===== src/cnn_cfg_pkg.sv =====
// ------------------
// Array geometry, memory sizes and layer select shared by the conv engine
// ------------------

package cnn_cfg_pkg;

    // MAC row and weight banks
    localparam int NUM_LANES = 16;
    localparam int L1_LANES  = 6;
    localparam int LANE_W    = 4;

    // 5x5 window
    localparam int TAP_CNT   = 25;
    localparam int TAP_IDX_W = 5;

    // Bank memories, layer 2 weights start after the layer 1 block
    localparam int W_ADDR_W  = 6;
    localparam int W_DEPTH   = 64;
    localparam int L2_BASE   = 25;

    localparam int DATA_W    = 8;
    localparam int ACC_W     = 24;

    // Lanes 0..5 in layer 1
    localparam logic [NUM_LANES-1:0] L1_MASK = NUM_LANES'((1 << L1_LANES) - 1);

    typedef enum logic {
        LAYER_1 = 1'b0,
        LAYER_2 = 1'b1
    } layer_e;

endpackage


===== src/cnn_cmd_pkg.sv =====
// ------------------
// Host command word layout and opcodes
// ------------------

package cnn_cmd_pkg;

    localparam int CMD_W = 20;

    typedef enum logic [1:0] {
        OP_LOAD_W = 2'd0,
        OP_LOAD_A = 2'd1,
        OP_START  = 2'd2
    } cmd_op_e;

    // Weight and activation loads, tap index sits in addr for OP_LOAD_A
    typedef struct packed {
        cmd_op_e                          op;
        logic [cnn_cfg_pkg::LANE_W-1:0]   bank;
        logic [cnn_cfg_pkg::W_ADDR_W-1:0] addr;
        logic [cnn_cfg_pkg::DATA_W-1:0]   data;
    } cmd_load_t;

    typedef struct packed {
        cmd_op_e             op;
        cnn_cfg_pkg::layer_e layer;
        logic [CMD_W-4:0]    rsvd;
    } cmd_start_t;

    // Opcode bits overlap in both views
    typedef union packed {
        cmd_load_t  ld;
        cmd_start_t st;
    } cmd_word_u;

endpackage


===== src/cnn_ifs.sv =====
// ------------------
// Bank write port and weight tap stream between the engine blocks
// ------------------

`timescale 1ns/1ps

interface wmem_wr_if;
    import cnn_cfg_pkg::*;

    logic                wr_en;
    logic [LANE_W-1:0]   wr_bank;
    logic [W_ADDR_W-1:0] wr_addr;
    logic [DATA_W-1:0]   wr_data;

    modport src (output wr_en, wr_bank, wr_addr, wr_data);
    modport dst (input wr_en, wr_bank, wr_addr, wr_data);
endinterface



===== src/cmd_decoder.sv =====
// ------------------
// Accepts host commands and routes loads and starts into the engine
// ------------------

`timescale 1ns/1ps

module cmd_decoder (
    input  logic                                  clk,
    input  logic                                  rst_n,
    input  logic                                  cmd_valid_i,
    output logic                                  cmd_ready_o,
    input  cnn_cmd_pkg::cmd_word_u                cmd_word_i,
    input  logic                                  drain_busy_i,
    input  logic                                  sweep_busy_i,
    wmem_wr_if.src                                wr,
    output logic                                  act_we_o,
    output logic [cnn_cfg_pkg::TAP_IDX_W-1:0]     act_idx_o,
    output logic [cnn_cfg_pkg::DATA_W-1:0]        act_data_o,
    output logic                                  start_o,
    output cnn_cfg_pkg::layer_e                   layer_o
);
    import cnn_cfg_pkg::*;
    import cnn_cmd_pkg::*;

    logic    rdy_q;
    logic    busy_q;
    logic    cmd_acc;
    cmd_op_e op;

    assign op          = cmd_word_i.ld.op;
    assign cmd_ready_o = rdy_q && !busy_q;
    assign cmd_acc     = cmd_valid_i && cmd_ready_o;

    // Start goes straight to the weight buffer in the accept cycle
    assign start_o = cmd_acc && (op == OP_START);
    assign layer_o = cmd_word_i.st.layer;

    always_ff @(posedge clk) begin
        if (!rst_n) begin
            rdy_q     <= 1'b0;
            busy_q    <= 1'b0;
            wr.wr_en  <= 1'b0;
            act_we_o  <= 1'b0;
        end else begin
            rdy_q     <= 1'b1;
            busy_q    <= start_o || (busy_q && (drain_busy_i || sweep_busy_i));
            wr.wr_en  <= cmd_acc && (op == OP_LOAD_W);
            act_we_o  <= cmd_acc && (op == OP_LOAD_A);
        end
    end

    always_ff @(posedge clk) begin
        wr.wr_bank <= cmd_word_i.ld.bank;
        wr.wr_addr <= cmd_word_i.ld.addr;
        wr.wr_data <= cmd_word_i.ld.data;
        act_idx_o  <= cmd_word_i.ld.addr[TAP_IDX_W-1:0];
        act_data_o <= cmd_word_i.ld.data;
    end

    // Host must stay inside bank depth and the 5x5 window
    a_load_range: assert property (@(posedge clk) disable iff (!rst_n)
        cmd_acc && (op == OP_LOAD_W || op == OP_LOAD_A) |->
            (op == OP_LOAD_W && int'(cmd_word_i.ld.addr) < W_DEPTH) ||
            (op == OP_LOAD_A && int'(cmd_word_i.ld.addr) < TAP_CNT))
        else $error("[FAIL] a_load_range op=%0h addr=%0h", op, cmd_word_i.ld.addr);

endmodule


===== src/flat_wrapper.sv =====
// flat-port wrapper written by rule: the top's interface ports become plain ports
module cmd_decoder_flat import cnn_cfg_pkg::*; import cnn_cmd_pkg::*;
  (clk, rst_n, cmd_valid_i, cmd_ready_o, cmd_word_i, drain_busy_i, sweep_busy_i, act_we_o, act_idx_o, act_data_o, start_o, layer_o, wr_wr_en, wr_wr_bank, wr_wr_addr, wr_wr_data);
  wmem_wr_if wr_i ();
  input  logic clk;
  input  logic rst_n;
  input  logic cmd_valid_i;
  output logic cmd_ready_o;
  input  cnn_cmd_pkg::cmd_word_u cmd_word_i;
  input  logic drain_busy_i;
  input  logic sweep_busy_i;
  output logic act_we_o;
  output logic [cnn_cfg_pkg::TAP_IDX_W-1:0] act_idx_o;
  output logic [cnn_cfg_pkg::DATA_W-1:0] act_data_o;
  output logic start_o;
  output cnn_cfg_pkg::layer_e layer_o;
  output wire logic [$bits(wr_i.wr_en)-1:0] wr_wr_en;
  output wire logic [$bits(wr_i.wr_bank)-1:0] wr_wr_bank;
  output wire logic [$bits(wr_i.wr_addr)-1:0] wr_wr_addr;
  output wire logic [$bits(wr_i.wr_data)-1:0] wr_wr_data;
  assign wr_wr_en = wr_i.wr_en;
  assign wr_wr_bank = wr_i.wr_bank;
  assign wr_wr_addr = wr_i.wr_addr;
  assign wr_wr_data = wr_i.wr_data;
  cmd_decoder u_core (.clk(clk), .rst_n(rst_n), .cmd_valid_i(cmd_valid_i), .cmd_ready_o(cmd_ready_o), .cmd_word_i(cmd_word_i), .drain_busy_i(drain_busy_i), .sweep_busy_i(sweep_busy_i), .wr(wr_i), .act_we_o(act_we_o), .act_idx_o(act_idx_o), .act_data_o(act_data_o), .start_o(start_o), .layer_o(layer_o));
endmodule

===== config.mk =====
export PLATFORM = sky130hd
export DESIGN_NAME = cmd_decoder_flat
export DESIGN_NICKNAME = d
export VERILOG_FILES = /design/src/cnn_cfg_pkg.sv /design/src/cnn_cmd_pkg.sv /design/src/cnn_ifs.sv /design/src/cmd_decoder.sv /design/src/flat_wrapper.sv
export SDC_FILE = /design/constraint.sdc
export NUM_CORES = 1
export LEC_CHECK = 0
export ABC_AREA = 1
export BUFFER_PORTS_ARGS = -buffer_cell sky130_fd_sc_hd__buf_2
export CAP_MARGIN = 15
export CORE_ASPECT_RATIO = 1.25
export CORE_MARGIN = 1
export CORE_UTILIZATION = 36
export CTS_CLUSTER_SIZE = 14
export DETAILED_ROUTE_END_ITERATION = 12
export GPL_TIMING_DRIVEN = 1
export HOLD_SLACK_MARGIN = 0.02
export PLACE_DENSITY = 0.81
export SYNTH_ARGS = -nofsm -noshare
export SYNTH_HDL_FRONTEND = slang
export SYNTH_SLANG_ARGS = --single-unit

===== constraint.sdc =====
create_clock -name clk -period 1.74 [get_ports clk]
set_input_delay 0.087 -clock clk [delete_from_list [all_inputs] [get_ports clk]]
set_output_delay 0.087 -clock clk [all_outputs]
set_load 0.005 [all_outputs]

==> metrics.cfg <==
[outcome]
outcome=complete, no violations

[route]
wl_microns=1560
ant_nets=0
drt_iter0_drc=2
drc=0
routed-via-count=562
wl_per_cell_microns=11.2
via_per_inst=4.04
drtPass1Iterations=3

[critical_path]
path_class=in -> out
crit_path_max_incr_delay_ps=530
path_buf_inv=4
crit_fanout=2
arrival_ps=1120
rrSetupSlack_ps=970
cp_top_family=buffers and inverters
cpMaxStageDelayCell=dlygate4sd3_1
critPathLaunchType=input port
critPathCaptureType=primary output
cpMostUsedCell=buf_2
path_cells=dlygate4sd3_1 > buf_2 > inv_1 > nand2_1 > nor2_2 > buf_2
crit_required_ps=1650

[clock_network]
cts_resized=0
clock_tree.buffer_depth=2
cts.clk_slew.worst_paths_ps=120
clkLatencyLatePin_ps=300
cts_buffers=3
htree_levels=1
root_buffer=clkbuf_4
cts_tree=done
cts.sinks=22

[synth]
synth_xor_area_share_pct=0
netlist_area_sq_um=616
synthFlopType=dfxtp_1
synth-compound-area-share_pct=0
synth_top_area_share_pct=71.5
synth_cells=51
synth_fa_ha_area_share_pct=0
muxShareOfSynthArea_pct=0
ys_types=10
synth-seq-cells=22
syn_area_per_cell_sq_um=12.1
synth_seq_area_share_pct=71.5
synth_common_cells=dfxtp_1 (22), buf_4 (14), nor2_1 (5), inv_1 (3), nor3_1 (2)
synth_top_area_cell=dfxtp_1
yosys.area_share.simple_pct=8.94
syn-num-nets=76
synth_edf_count=0
async_reset_ff_share_pct=0
ys_warn_count=0
synth_area_leaders=dfxtp_1 (72%), buf_4 (17%), nor2_1 (3.0%), inv_1 (1.8%), nand3_2 (1.6%)
synth_top_family_by_area=buffers and inverters
yosysMostFrequentCell=dfxtp_1

[final_layout]
antenna_cells=0
fin_cells=139
design_area_sq_um=1090
area.growth.synth_to_final_pct=76.4
drive_above_1_share_pct=55.4
final_util_pct=68.7
fill_cells=125
finalNetCount=147

[sta]
period_minus_slack_ps=1210
finalSetupViolations=0
fmax_ghz=0.829
fin_crit_sh_pct=69.3
worst_pin_slew_ps=147
hold_slack_ps=68.9
final_max_slew_viol_count=0
skew_ps=0.645
hold_viol=0
worst_slack_ps=534
rsz0062_at_grt=false
fin_setup_tns_ps=0
relSlewSlack_pct=90.1

[global_routing]
grt_pass1_wl_microns=1890
track_usage_pct=15.2
grt_overflow_total=0
grt_pass1_vias=496
grt_max_degree=14
antenna_found_initial=0

[floorplan]
io_pins=61
die_area_sq_um=1880
rows=16
die_h_microns=48.2
initial_core_util_pct=38.9
die_w_microns=39.0
core_area_sq_um=1580

[placed_design]
pre_cts_ws_ps=970
port_buffers=60
place_area_sq_um=833
finalWeightedCongestion=0.566
dpl.cell_count=115

[pwr]
powerDensity_nw_per_um2=962
vdd_drop_max_mv=0.634
fin_total_pwr_mw=1.04
p_leak_nw=0.573

[flow_run]
maxCapViolations=0

[min_path]
hold_path_class=in -> reg

-- kinds of logic after synthesis --
| family | Yosys count |
|---|---|
| buffers and inverters | 18 |
| DFF | 22 |
| and+or+nand+nor | 11 |
-- tightest hold or removal path, stage by stage --
cell     delay, ps
buf_2          110
nand3_2         90
nor3_1          50
-- registers in the layout, indices dropped and copies added (netlist names) --
name and flops:
u_core.act_data_o 8, u_core.act_idx_o 4, u_core.act_we_o 1, u_core.busy_q 1
u_core.rdy_q 1, u_core.wr.wr_addr 2, u_core.wr.wr_bank 4, u_core.wr.wr_en 1
-- final cells by class --
type,instances,area [sq um],share of cell area (%)
clock buffers,3,22.5,2.07
clock inverters,1,30.0,2.76
inverters,4,15.0,1.38
multi-input cells,11,55.1,5.07
flip-flops and latches,22,440,40.6
well taps,18,22.5,2.07
repair buffers,80,500,46.1
-- per-layer routing --
layer,GRT usage (%),routed length [microns]
met1,13.8,493
met5,0,0
met2,32.0,982
met3,1.37,82
met4,8.28,0
-- power breakdown --
group / leakage (nW) / internal [mW] / total [mW] / switching, mW
Sequential: 0.185 / 0.529 / 0.538 / 0.00901
Clock: 0.0279 / 0.233 / 0.388 / 0.155
Combinational: 0.360 / 0.0780 / 0.119 / 0.0412
-- what timing repair did --
| item | 4_1_cts | 5_1_grt |
|---|---|---|
| endpoints found under the hold margin | 21 | 0 |
| setup buffers | 0 | 0 |
| hold buffers | 20 | 0 |
-- cell usage in the layout, fill, tap and decap left out --
cell and n:
nand2_1 1, bufinv_16 1, nor2_2 1, nor3_1 2, nand3_2 1, or2_0 1
nor2_1 5, inv_2 1, buf_2 60, clkbuf_4 3, dfxtp_1 22, dlygate4sd3_1 20
inv_1 3
-- worst paths after layout --
kind | to | cells after the start | startpoint
hold / removal | u_core.wr.wr_en | 3 | cmd_valid_i
setup / recovery | start_o | 6 | cmd_word_i[18]
hold reg to reg | u_core.wr.wr_en | 2 | u_core.rdy_q
setup reg to reg | u_core.busy_q | 5 | u_core.busy_q
Note: power is estimated with default switching activity, not from simulation.
